### src/common/ifu_ctrl_pkg.sv
////////////////////////////////////////////////////////////////////////////
// fetch stage control package
// pc and exception vector selectors, interrupt id, bus and FIFO depths
////////////////////////////////////////////////////////////////////////////

package ifu_ctrl_pkg;

  // source of the next fetch address on pc_set
  typedef enum logic [2:0] {
    PC_BOOT = 3'd0,
    PC_JUMP = 3'd1,
    PC_EXC  = 3'd2,
    PC_ERET = 3'd3,
    PC_DRET = 3'd4
  } pc_sel_e;

  // which trap vector feeds PC_EXC
  typedef enum logic [1:0] {
    EXC_PC_EXC     = 2'd0,
    EXC_PC_IRQ     = 2'd1,
    EXC_PC_DBD     = 2'd2,
    EXC_PC_DBG_EXC = 2'd3
  } exc_pc_sel_e;

  // interrupt number for vectored mode
  typedef logic [4:0] irq_id_t;

  // bus requests in flight at most
  localparam int unsigned MAX_OUTSTANDING = 2;
  // one more slot than requests, so a stalled output never blocks a response
  localparam int unsigned FIFO_DEPTH = MAX_OUTSTANDING + 1;

  // FIFO occupancy, free slots and outstanding request count
  typedef logic [1:0] fifo_cnt_t;

endpackage

### src/common/ifu_addr_pkg.sv
////////////////////////////////////////////////////////////////////////////
// fetch stage address package
// byte address and instruction word types, debug entry points, boot offset
////////////////////////////////////////////////////////////////////////////

package ifu_addr_pkg;

  // byte address on the instruction bus
  typedef logic [31:0] addr_t;
  // one uncompressed instruction word
  typedef logic [31:0] instr_t;

  // debug module entry points
  localparam addr_t DM_HALT_ADDR = 32'h1A11_0800;
  localparam addr_t DM_EXC_ADDR  = 32'h1A11_0808;

  // boot pc sits at this offset from the 256 byte aligned boot base
  localparam logic [7:0] BOOT_OFFSET = 8'h80;

  // mtvec bits below this one are forced to zero in the vector base
  localparam int unsigned VEC_BASE_LSB = 8;

  // no compressed instructions, so the pc always steps a full word
  localparam int unsigned INSTR_BYTES = 4;

endpackage
### src/common/fetch_if.sv
////////////////////////////////////////////////////////////////////////////
// fetched word channel, prefetch buffer to IF-ID register
////////////////////////////////////////////////////////////////////////////

interface fetch_if;
  import ifu_addr_pkg::*;

  // valid/ready handshake, a word moves when both are high
  logic   valid;
  logic   ready;
  // payload, held stable while valid waits for ready
  instr_t rdata;
  addr_t  addr;
  logic   err;

  modport src (
    output valid, rdata, addr, err,
    input  ready
  );

  modport dst (
    input  valid, rdata, addr, err,
    output ready
  );

endinterface

### src/rtl/ifu_top.sv
////////////////////////////////////////////////////////////////////////////
// instruction fetch stage
// pc selection, prefetch buffer on the instruction bus, IF-ID register
////////////////////////////////////////////////////////////////////////////

module ifu_top (
  input  logic                      clk_i,
  input  logic                      rst_ni,
  input  ifu_addr_pkg::addr_t       boot_addr_i,
  input  logic                      req_i,
  // instruction bus
  output logic                      instr_req_o,
  output ifu_addr_pkg::addr_t       instr_addr_o,
  input  logic                      instr_gnt_i,
  input  logic                      instr_rvalid_i,
  input  ifu_addr_pkg::instr_t      instr_rdata_i,
  input  logic                      instr_err_i,
  // redirect control
  input  logic                      pc_set_i,
  input  ifu_ctrl_pkg::pc_sel_e     pc_mux_i,
  input  ifu_ctrl_pkg::exc_pc_sel_e exc_pc_mux_i,
  input  ifu_ctrl_pkg::irq_id_t     irq_id_i,
  input  ifu_addr_pkg::addr_t       branch_target_i,
  // csr values
  input  ifu_addr_pkg::addr_t       csr_mepc_i,
  input  ifu_addr_pkg::addr_t       csr_depc_i,
  input  ifu_addr_pkg::addr_t       csr_mtvec_i,
  output logic                      csr_mtvec_init_o,
  // ID side
  input  logic                      id_in_ready_i,
  input  logic                      instr_valid_clear_i,
  output logic                      instr_valid_id_o,
  output logic                      instr_new_id_o,
  output ifu_addr_pkg::instr_t      instr_rdata_id_o,
  output logic                      instr_fetch_err_o,
  output ifu_addr_pkg::addr_t       pc_id_o,
  output ifu_addr_pkg::addr_t       pc_if_o,
  // status
  output logic                      pc_mismatch_alert_o,
  output logic                      if_busy_o
);
  import ifu_addr_pkg::*;

  addr_t fetch_addr;

  // fetched words between buffer and ID register
  fetch_if u_fetch ();

  pc_select u_pc_select (
    .pc_mux_i        (pc_mux_i),
    .exc_pc_mux_i    (exc_pc_mux_i),
    .irq_id_i        (irq_id_i),
    .boot_addr_i     (boot_addr_i),
    .branch_target_i (branch_target_i),
    .csr_mepc_i      (csr_mepc_i),
    .csr_depc_i      (csr_depc_i),
    .csr_mtvec_i     (csr_mtvec_i),
    .pc_set_i        (pc_set_i),
    .fetch_addr_o    (fetch_addr),
    .mtvec_init_o    (csr_mtvec_init_o)
  );

  // every pc_set redirects the buffer
  prefetch_buffer u_prefetch_buffer (
    .clk_i          (clk_i),
    .rst_ni         (rst_ni),
    .req_i          (req_i),
    .branch_i       (pc_set_i),
    .branch_addr_i  (fetch_addr),
    .instr_req_o    (instr_req_o),
    .instr_addr_o   (instr_addr_o),
    .instr_gnt_i    (instr_gnt_i),
    .instr_rvalid_i (instr_rvalid_i),
    .instr_rdata_i  (instr_rdata_i),
    .instr_err_i    (instr_err_i),
    .out_o          (u_fetch.src),
    .busy_o         (if_busy_o)
  );

  if_id_stage u_if_id_stage (
    .clk_i               (clk_i),
    .rst_ni              (rst_ni),
    .pc_set_i            (pc_set_i),
    .id_in_ready_i       (id_in_ready_i),
    .instr_valid_clear_i (instr_valid_clear_i),
    .in_i                (u_fetch.dst),
    .instr_valid_id_o    (instr_valid_id_o),
    .instr_new_id_o      (instr_new_id_o),
    .instr_rdata_id_o    (instr_rdata_id_o),
    .instr_fetch_err_o   (instr_fetch_err_o),
    .pc_id_o             (pc_id_o),
    .pc_if_o             (pc_if_o),
    .pc_mismatch_alert_o (pc_mismatch_alert_o)
  );

endmodule

### src/rtl/if_id_stage.sv
////////////////////////////////////////////////////////////////////////////
// IF-ID pipeline register
// valid and new flags, bus error forwarding, sequential pc check
////////////////////////////////////////////////////////////////////////////

module if_id_stage (
  input  logic                 clk_i,
  input  logic                 rst_ni,
  input  logic                 pc_set_i,
  input  logic                 id_in_ready_i,
  input  logic                 instr_valid_clear_i,
  fetch_if.dst                 in_i,
  output logic                 instr_valid_id_o,
  output logic                 instr_new_id_o,
  output ifu_addr_pkg::instr_t instr_rdata_id_o,
  output logic                 instr_fetch_err_o,
  output ifu_addr_pkg::addr_t  pc_id_o,
  output ifu_addr_pkg::addr_t  pc_if_o,
  output logic                 pc_mismatch_alert_o
);
  import ifu_addr_pkg::*;

  logic  xfer;
  logic  seq_q;
  logic  seq_d;
  addr_t pc_next;

  // ID stall backs straight up into the FIFO
  assign in_i.ready = id_in_ready_i;
  assign xfer       = in_i.valid & id_in_ready_i;
  assign pc_if_o    = in_i.addr;

  // armed after a transfer; redirects and bus errors break the sequence
  assign seq_d = (seq_q | xfer) & ~pc_set_i & ~(in_i.valid & in_i.err);

  // incoming word should sit right after the one in ID
  assign pc_next             = pc_id_o + addr_t'(INSTR_BYTES);
  assign pc_mismatch_alert_o = seq_q & in_i.valid & (in_i.addr != pc_next);

  always_ff @(posedge clk_i or negedge rst_ni) begin
    if (!rst_ni) begin
      instr_valid_id_o  <= 1'b0;
      instr_new_id_o    <= 1'b0;
      instr_fetch_err_o <= 1'b0;
      seq_q             <= 1'b0;
    end else begin
      // a word taken during pc_set is squashed
      // valid holds until the core retires or kills it
      instr_valid_id_o <= (xfer & ~pc_set_i) | (instr_valid_id_o & ~instr_valid_clear_i);
      instr_new_id_o   <= xfer;
      seq_q            <= seq_d;
      if (xfer) begin
        instr_fetch_err_o <= in_i.err;
      end
    end
  end

  // payload frozen while ID stalls
  always_ff @(posedge clk_i) begin
    if (xfer) begin
      instr_rdata_id_o <= in_i.rdata;
      pc_id_o          <= in_i.addr;
    end
  end

endmodule

### src/prefetch/prefetch_buffer.sv
////////////////////////////////////////////////////////////////////////////
// prefetch buffer
// instruction bus master with up to two requests in flight; responses land
// in a small FIFO, and a branch flushes it and drops stale responses
////////////////////////////////////////////////////////////////////////////

module prefetch_buffer (
  input  logic                 clk_i,
  input  logic                 rst_ni,
  input  logic                 req_i,
  input  logic                 branch_i,
  input  ifu_addr_pkg::addr_t  branch_addr_i,
  output logic                 instr_req_o,
  output ifu_addr_pkg::addr_t  instr_addr_o,
  input  logic                 instr_gnt_i,
  input  logic                 instr_rvalid_i,
  input  ifu_addr_pkg::instr_t instr_rdata_i,
  input  logic                 instr_err_i,
  fetch_if.src                 out_o,
  output logic                 busy_o
);
  import ifu_addr_pkg::*;
  import ifu_ctrl_pkg::*;

  addr_t     branch_addr;
  addr_t     fetch_addr_q;
  addr_t     rsp_addr_q;
  addr_t     pend_addr_q;
  fifo_cnt_t free;
  fifo_cnt_t out_cnt_q;
  fifo_cnt_t out_cnt_d;
  fifo_cnt_t disc_cnt_q;
  fifo_cnt_t disc_cnt_d;
  logic      req_pend_q;
  logic      stale_q;
  logic      stale_d;
  logic      can_issue;
  logic      discard;
  logic      fifo_push;

  ////////////////////////////////////////////////////////////////////////////
  // request side
  ////////////////////////////////////////////////////////////////////////////

  assign branch_addr = {branch_addr_i[31:2], 2'b00};

  // every request in flight owns a free FIFO slot
  assign can_issue = (out_cnt_q < free) && (out_cnt_q < fifo_cnt_t'(MAX_OUTSTANDING));

  // an ungranted request stays up; a fresh one waits a cycle after a branch
  assign instr_req_o = req_pend_q | (req_i & can_issue & ~branch_i);

  // a request caught by a branch keeps its old address until granted
  assign instr_addr_o = stale_q ? pend_addr_q : fetch_addr_q;
  assign stale_d      = (stale_q | branch_i) & instr_req_o & ~instr_gnt_i;

  assign busy_o = instr_req_o | (out_cnt_q != '0);

  ////////////////////////////////////////////////////////////////////////////
  // response side
  ////////////////////////////////////////////////////////////////////////////

  // oldest responses after a branch belong to the old stream
  assign discard   = instr_rvalid_i & ((disc_cnt_q != '0) | branch_i);
  assign fifo_push = instr_rvalid_i & ~discard;

  assign out_cnt_d = out_cnt_q + fifo_cnt_t'(instr_req_o & instr_gnt_i)
                   - fifo_cnt_t'(instr_rvalid_i);

  always_comb begin
    disc_cnt_d = disc_cnt_q;
    if (branch_i) begin
      // everything still in flight is stale
      disc_cnt_d = out_cnt_d;
    end else begin
      if (instr_rvalid_i && (disc_cnt_q != '0)) begin
        disc_cnt_d = disc_cnt_d - fifo_cnt_t'(1);
      end
      // stale request granted late, its response goes too
      if (stale_q && instr_gnt_i) begin
        disc_cnt_d = disc_cnt_d + fifo_cnt_t'(1);
      end
    end
  end

  always_ff @(posedge clk_i or negedge rst_ni) begin
    if (!rst_ni) begin
      req_pend_q   <= 1'b0;
      stale_q      <= 1'b0;
      out_cnt_q    <= '0;
      disc_cnt_q   <= '0;
      fetch_addr_q <= '0;
      rsp_addr_q   <= '0;
    end else begin
      req_pend_q <= instr_req_o & ~instr_gnt_i;
      stale_q    <= stale_d;
      out_cnt_q  <= out_cnt_d;
      disc_cnt_q <= disc_cnt_d;
      // next address to request
      if (branch_i) begin
        fetch_addr_q <= branch_addr;
      end else if (instr_req_o && instr_gnt_i && !stale_q) begin
        fetch_addr_q <= fetch_addr_q + addr_t'(INSTR_BYTES);
      end
      // address of the next kept response
      if (branch_i) begin
        rsp_addr_q <= branch_addr;
      end else if (fifo_push) begin
        rsp_addr_q <= rsp_addr_q + addr_t'(INSTR_BYTES);
      end
    end
  end

  always_ff @(posedge clk_i) begin
    if (instr_req_o && !instr_gnt_i) begin
      pend_addr_q <= instr_addr_o;
    end
  end

  fetch_fifo u_fetch_fifo (
    .clk_i      (clk_i),
    .rst_ni     (rst_ni),
    .clear_i    (branch_i),
    .in_valid_i (fifo_push),
    .in_rdata_i (instr_rdata_i),
    .in_err_i   (instr_err_i),
    .in_addr_i  (rsp_addr_q),
    .free_o     (free),
    .out_o      (out_o)
  );

  // bus address usable and word aligned
  req_addr_ok_a : assert property (@(posedge clk_i) disable iff (!rst_ni)
    instr_req_o |-> !$isunknown(instr_addr_o) && (instr_addr_o[1:0] == 2'b00));

  // request held with a stable address until granted
  req_hold_a : assert property (@(posedge clk_i) disable iff (!rst_ni)
    instr_req_o && !instr_gnt_i |=> instr_req_o && $stable(instr_addr_o));

  out_cnt_max_a : assert property (@(posedge clk_i) disable iff (!rst_ni)
    out_cnt_q <= fifo_cnt_t'(MAX_OUTSTANDING));

endmodule

### src/prefetch/fetch_fifo.sv
////////////////////////////////////////////////////////////////////////////
// fetch FIFO
// circular queue of fetched words with address and bus error flag
////////////////////////////////////////////////////////////////////////////

module fetch_fifo (
  input  logic                    clk_i,
  input  logic                    rst_ni,
  input  logic                    clear_i,
  input  logic                    in_valid_i,
  input  ifu_addr_pkg::instr_t    in_rdata_i,
  input  logic                    in_err_i,
  input  ifu_addr_pkg::addr_t     in_addr_i,
  output ifu_ctrl_pkg::fifo_cnt_t free_o,
  fetch_if.src                    out_o
);
  import ifu_addr_pkg::*;
  import ifu_ctrl_pkg::*;

  localparam fifo_cnt_t DEPTH_CNT = fifo_cnt_t'(FIFO_DEPTH);
  localparam fifo_cnt_t LAST_IDX  = fifo_cnt_t'(FIFO_DEPTH - 1);

  instr_t    rdata_q [FIFO_DEPTH];
  addr_t     addr_q  [FIFO_DEPTH];
  logic      err_q   [FIFO_DEPTH];
  fifo_cnt_t wr_ptr_q;
  fifo_cnt_t rd_ptr_q;
  fifo_cnt_t cnt_q;
  logic      pop;

  // pointers wrap at the last entry
  function automatic fifo_cnt_t ptr_inc(fifo_cnt_t ptr);
    return (ptr == LAST_IDX) ? '0 : ptr + fifo_cnt_t'(1);
  endfunction

  assign pop = out_o.valid & out_o.ready;

  // head entry straight from storage
  assign out_o.valid = (cnt_q != '0);
  assign out_o.rdata = rdata_q[rd_ptr_q];
  assign out_o.addr  = addr_q[rd_ptr_q];
  assign out_o.err   = err_q[rd_ptr_q];

  assign free_o = DEPTH_CNT - cnt_q;

  always_ff @(posedge clk_i or negedge rst_ni) begin
    if (!rst_ni) begin
      wr_ptr_q <= '0;
      rd_ptr_q <= '0;
      cnt_q    <= '0;
    end else if (clear_i) begin
      // flush on redirect
      wr_ptr_q <= '0;
      rd_ptr_q <= '0;
      cnt_q    <= '0;
    end else begin
      if (in_valid_i) begin
        wr_ptr_q <= ptr_inc(wr_ptr_q);
      end
      if (pop) begin
        rd_ptr_q <= ptr_inc(rd_ptr_q);
      end
      cnt_q <= cnt_q + fifo_cnt_t'(in_valid_i) - fifo_cnt_t'(pop);
    end
  end

  always_ff @(posedge clk_i) begin
    if (in_valid_i) begin
      rdata_q[wr_ptr_q] <= in_rdata_i;
      addr_q[wr_ptr_q]  <= in_addr_i;
      err_q[wr_ptr_q]   <= in_err_i;
    end
  end

  // buffer only requests when a slot is reserved, so never overflows
  no_write_full_a : assert property (@(posedge clk_i) disable iff (!rst_ni)
    in_valid_i |-> cnt_q != DEPTH_CNT);

  // waiting head word holds unless flushed
  out_stable_a : assert property (@(posedge clk_i) disable iff (!rst_ni)
    out_o.valid && !out_o.ready && !clear_i |=>
      out_o.valid && $stable(out_o.addr) && $stable(out_o.rdata));

endmodule

### src/rtl/pc_select.sv
////////////////////////////////////////////////////////////////////////////
// next pc selection
// builds the trap vector from mtvec or the debug entries and picks the
// address that the prefetch buffer loads on pc_set
////////////////////////////////////////////////////////////////////////////

module pc_select (
  input  ifu_ctrl_pkg::pc_sel_e     pc_mux_i,
  input  ifu_ctrl_pkg::exc_pc_sel_e exc_pc_mux_i,
  input  ifu_ctrl_pkg::irq_id_t     irq_id_i,
  input  ifu_addr_pkg::addr_t       boot_addr_i,
  input  ifu_addr_pkg::addr_t       branch_target_i,
  input  ifu_addr_pkg::addr_t       csr_mepc_i,
  input  ifu_addr_pkg::addr_t       csr_depc_i,
  input  ifu_addr_pkg::addr_t       csr_mtvec_i,
  input  logic                      pc_set_i,
  output ifu_addr_pkg::addr_t       fetch_addr_o,
  output logic                      mtvec_init_o
);
  import ifu_addr_pkg::*;
  import ifu_ctrl_pkg::*;

  addr_t vec_base;
  addr_t boot_pc;
  addr_t exc_pc;

  // mtvec mode bits and low offset are dropped
  assign vec_base = {csr_mtvec_i[31:VEC_BASE_LSB], {VEC_BASE_LSB{1'b0}}};
  assign boot_pc  = {boot_addr_i[31:$bits(BOOT_OFFSET)], BOOT_OFFSET};

  // trap vector
  always_comb begin : exc_pc_mux
    unique case (exc_pc_mux_i)
      // vectored interrupts, one word per irq line
      EXC_PC_IRQ:     exc_pc = vec_base + addr_t'(irq_id_i) * addr_t'(INSTR_BYTES);
      EXC_PC_DBD:     exc_pc = DM_HALT_ADDR;
      EXC_PC_DBG_EXC: exc_pc = DM_EXC_ADDR;
      default:        exc_pc = vec_base;
    endcase
  end

  // fetch address
  always_comb begin : fetch_addr_mux
    unique case (pc_mux_i)
      PC_JUMP: fetch_addr_o = branch_target_i;
      PC_EXC:  fetch_addr_o = exc_pc;
      PC_ERET: fetch_addr_o = csr_mepc_i;
      PC_DRET: fetch_addr_o = csr_depc_i;
      default: fetch_addr_o = boot_pc;
    endcase
  end

  // csr file initialises mtvec from the boot address on the boot jump
  assign mtvec_init_o = pc_set_i & (pc_mux_i == PC_BOOT);

  // selector must be defined whenever the core redirects fetch
  always_comb begin
    if (pc_set_i) begin
      assert (!$isunknown(pc_mux_i)) else $error("pc_mux_i unknown on pc_set");
      if (pc_mux_i == PC_BOOT) begin
        assert (boot_addr_i[7:0] == 8'h00) else $error("boot base not 256 byte aligned");
      end
    end
  end

endmodule

### config.mk
export PLATFORM = sky130hd
export DESIGN_NAME = ifu_top
export DESIGN_NICKNAME = d
export VERILOG_FILES = /design/src/common/ifu_ctrl_pkg.sv /design/src/common/ifu_addr_pkg.sv /design/src/common/fetch_if.sv /design/src/rtl/ifu_top.sv /design/src/rtl/if_id_stage.sv /design/src/prefetch/prefetch_buffer.sv /design/src/prefetch/fetch_fifo.sv /design/src/rtl/pc_select.sv
export SDC_FILE = /design/constraint.sdc
export NUM_CORES = 1
export LEC_CHECK = 0
export BUFFER_PORTS_ARGS = -buffer_cell sky130_fd_sc_hd__buf_2
export CORE_UTILIZATION = 60
export CTS_BUF_LIST = sky130_fd_sc_hd__clkbuf_8
export DETAILED_ROUTE_END_ITERATION = 16
export PLACE_DENSITY = 0.83
export SLEW_MARGIN = 30
export SYNTH_ARGS = -nofsm -noshare
export SYNTH_HDL_FRONTEND = slang
export SYNTH_SLANG_ARGS = --single-unit
### constraint.sdc
create_clock -name clk_i -period 20.4 [get_ports clk_i]
set_input_delay 4.08 -clock clk_i [delete_from_list [all_inputs] [get_ports clk_i]]
set_output_delay 4.08 -clock clk_i [all_outputs]
set_load 0.1 [all_outputs]
==> summary.txt <==
Setup path
  • CP Cell Sequence: buf_2 -> buf_4 -> or2_2 -> nor3_1 -> buf_2
  • CP Data Arrival Time: 5700 ps
  • CP top delay family: buffers and inverters
  • Most Frequent Cell on Critical Path: buf_2
  • Setup crit start kind: input port
  • Worst stage delay on the critical path: 490 ps
  • Reg2Reg Setup Slack: 17020 ps
  • Critical path class: in2out
  • CP Max Fanout: 37
  • Slowest-stage cell, CP: buf_2
  • Critical path endpoint category: output pin
  • CP Data Required Time: 16320 ps
  • CP Buf/Inv Count: 3

Clocking
  • Worst-path clk slew: 70 ps
  • Clock latency on the worst-skew pair: 580 ps
  • CTS tree: yes
  • Num CTS Buffers: 54
  • Max Root-Sink Buffers: 3
  • Setup repair bufs after CTS: 0
  • Post_cts resized: 0
  • # H-tree levels: 2
  • # clock sinks: 359
  • CTS root buf: clkbuf_8
  • Hold_buf cts: 0

Route
  • DRT Pass-1 Iters: 7
  • Drt drc: 0
  • Final wirelength: 43360 um
  • WL/cell: 20.71 um
  • Vias per inst: 5.996
  • Final ANT Viol Nets: 0
  • Via Count: 12560
  • Starting DRT DRC Count: 1260

Global routing
  • Total Routing Usage GR: 0.3022
  • Total global routing overflow: 0
  • Maximum number of pins on one net before global-route repair: 77
  • Antenna violations before repair: 2
  • Vias in the first global route: 12210
  • Global-route wire length before repair: 65460 um

Timing
  • Max-Slew Margin vs Limit: 0.3296
  • Final min period: 9783 ps
  • Clock skew: 32.81 ps
  • Hold Vio Cnt, Final: 0
  • Endpoints failing setup: 0
  • Fmax: 102.2 MHz
  • Period utilization: 0.4796
  • RSZ-0062 raised after global routing: no
  • Setup TNS Final: 0 ps
  • Slew @ Worst Pin: 1002 ps
  • Final hold slack: 505.2 ps
  • Max Slew Vio Count: 0

Place
  • GP Congestion: 0.9171
  • I/O Buffers: 319
  • Post-DP HPWL: 30720 um

Yosys
  • Post-synthesis area per instance: 12.32 sq um
  • Cell area after synthesis: 16670 sq um
  • Yosys Warn Count: 0
  • Synth Instances: 1353
  • Synth unique cells: 68
  • Async SR Flop Fraction: 0.2117
  • Post-synth EDFFs: 283
  • Synth Register Bits: 359
  • Synth Flop Type: edfxtp_1
  • Sequential share of the synthesized area: 0.6238

Floorplanning
  • Starting Density: 0.6151
  • I/O pin count: 346
  • Die ar.: 28460 sq um
  • Chip height: 168.7 um
  • Std-Cell Rows: 60
  • Die Wd: 168.7 um
  • Core Area: 27100 sq um

Finish
  • Layout area overhead: 17.74%
  • Nets@finish: 1896
  • Commonest non-fill, non-tap cell in the layout: buf_2
  • Most frequent cells in the layout: 318 x buf_2, 283 x edfxtp_1, 124 x nand2_1
  • Layout cells sized above 1: 0.2721

Outcome
  • Status: finished clean

Pwr
  • Sw Ratio: 0.4253
  • Peak supply drop: 63.65 uV
  • Comb power frac: 0.358
  • P_sw: 1.015 mW
  • Pwr Density: 121.6 nW/um^2
  • Pint: 1.372 mW
  • Reg power frac: 0.412
  • Clock network fraction of total power: 0.230
  • Leakage: 7.575 nW

Flow run
  • Max cap viols: 0

Worst hold path
  • Hold Crit Class: reg2reg
final timing paths:
check                                                      from                                           end  cells after the start
worst max register to register  u_prefetch_buffer.disc_cnt_q[0]  u_prefetch_buffer.u_fetch_fifo.addr_q[2][19]                      6
worst min register to register  u_if_id_stage.instr_fetch_err_o               u_if_id_stage.instr_fetch_err_o                      2
worst max-delay path                                pc_mux_i[0]                              csr_mtvec_init_o                      5
max in group asynchronous                                rst_ni    u_prefetch_buffer.u_fetch_fifo.rd_ptr_q[1]                      1
min in group asynchronous                                rst_ni              u_prefetch_buffer.rsp_addr_q[18]                      1
worst min-delay path            u_if_id_stage.instr_fetch_err_o               u_if_id_stage.instr_fetch_err_o                      2
per-stage QoR:
step	util	area (sq um)	worst slack [ps]	std cells	total power, mW
CTS	0.7237	19610	10610	2092	2.394
detailed placement	0.6859	18590	10610	1992	1.847
finish	0.7243	19630	10620	2094	2.387
global route	0.7243	19630	10600	2094	2.478
floorplan	-	16680	9318	1356	1.671
global placement	0.6858	18590	10610	1992	1.827
synth_stat cells (16+ instances only):
cell | instances | area [sq um]
nor2_1 | 109 | 409.1
edfxtp_1 | 283 | 8498
o22a_1 | 22 | 192.7
mux2i_1 | 84 | 840.8
nor3_1 | 19 | 95.09
clkbuf_1 | 48 | 180.2
a31oi_1 | 28 | 175.2
nand3_1 | 35 | 175.2
xnor2_1 | 38 | 332.8
and3_1 | 23 | 143.9
mux2_2 | 42 | 473.0
a21oi_1 | 75 | 375.4
dfrtp_1 | 76 | 1902
a22o_1 | 16 | 140.1
nand2_1 | 124 | 465.5
inv_1 | 21 | 78.83
o21ai_0 | 82 | 410.4
xor2_1 | 25 | 219.0
cell families after synthesis:
logic type	synth area share
other	0.0002249
muxes	0.07881
buffers and inverters	0.02252
xor gates and xnor gates	0.03445
adders and majority gates	0.006755
DFF	0.6238
AOI/OAI and AO/OA	0.1218
and+or+nand+nor	0.1116
area by class of cell:
class                   count  area (sq um)
fillers                  1876          7472
multi-input cells         906          5938
clock inverters            40         200.2
clock buffers              60         825.8
well taps                 372         465.4
repair buffers            332          1700
inverters                  23         86.33
diodes                      2         5.005
flip-flops and latches    359         10410
worst reg2reg max path, cell delays in order, from the launching register on:
cell     delay, ps
dfrtp_1        410
inv_1          120
ha_1           190
and2_1         420
nand2_1        260
nor3b_2        800
buf_4          740
metal layers:
metal | vias up | GRT usage | share of wire
met4 | 0 | 0.1336 | 0.039
met5 | - | 0 | 0
met1 | 6077 | 0.3704 | 0.38
li1 | 5768 | - | -
met3 | 100 | 0.04279 | 0.067
met2 | 611 | 0.5340 | 0.51
power groups by stage:
stage | sequential, mW | clock (mW) | combinational (mW)
3_3_place_gp | 0.992 | 0 | 0.836
3_5_place_dp | 0.997 | 0 | 0.850
2_1_floorplan | 1.18 | 0 | 0.493
4_1_cts | 0.982 | 0.558 | 0.854
6_report | 0.984 | 0.549 | 0.854
5_1_grt | 0.994 | 0.590 | 0.894
registers in the layout (all words and copies together) (netlist names):
name / flops
u_prefetch_buffer.req_pend_q: 1
u_if_id_stage.instr_fetch_err_o: 1
u_prefetch_buffer.u_fetch_fifo.rdata_q: 96
u_prefetch_buffer.stale_q: 1
u_prefetch_buffer.u_fetch_fifo.cnt_q: 2
u_prefetch_buffer.u_fetch_fifo.wr_ptr_q: 2
u_if_id_stage.seq_q: 1
u_if_id_stage.instr_valid_id_o: 1
u_prefetch_buffer.pend_addr_q: 32
u_if_id_stage.instr_rdata_id_o: 32
u_if_id_stage.pc_id_o: 30
u_prefetch_buffer.rsp_addr_q: 30
u_prefetch_buffer.u_fetch_fifo.rd_ptr_q: 2
u_prefetch_buffer.out_cnt_q: 2
u_prefetch_buffer.disc_cnt_q: 2
u_prefetch_buffer.u_fetch_fifo.addr_q: 90
u_if_id_stage.instr_new_id_o: 1
u_prefetch_buffer.fetch_addr_q: 30
u_prefetch_buffer.u_fetch_fifo.err_q: 3
No activity file was read; power rests on OpenSTA's default activity.
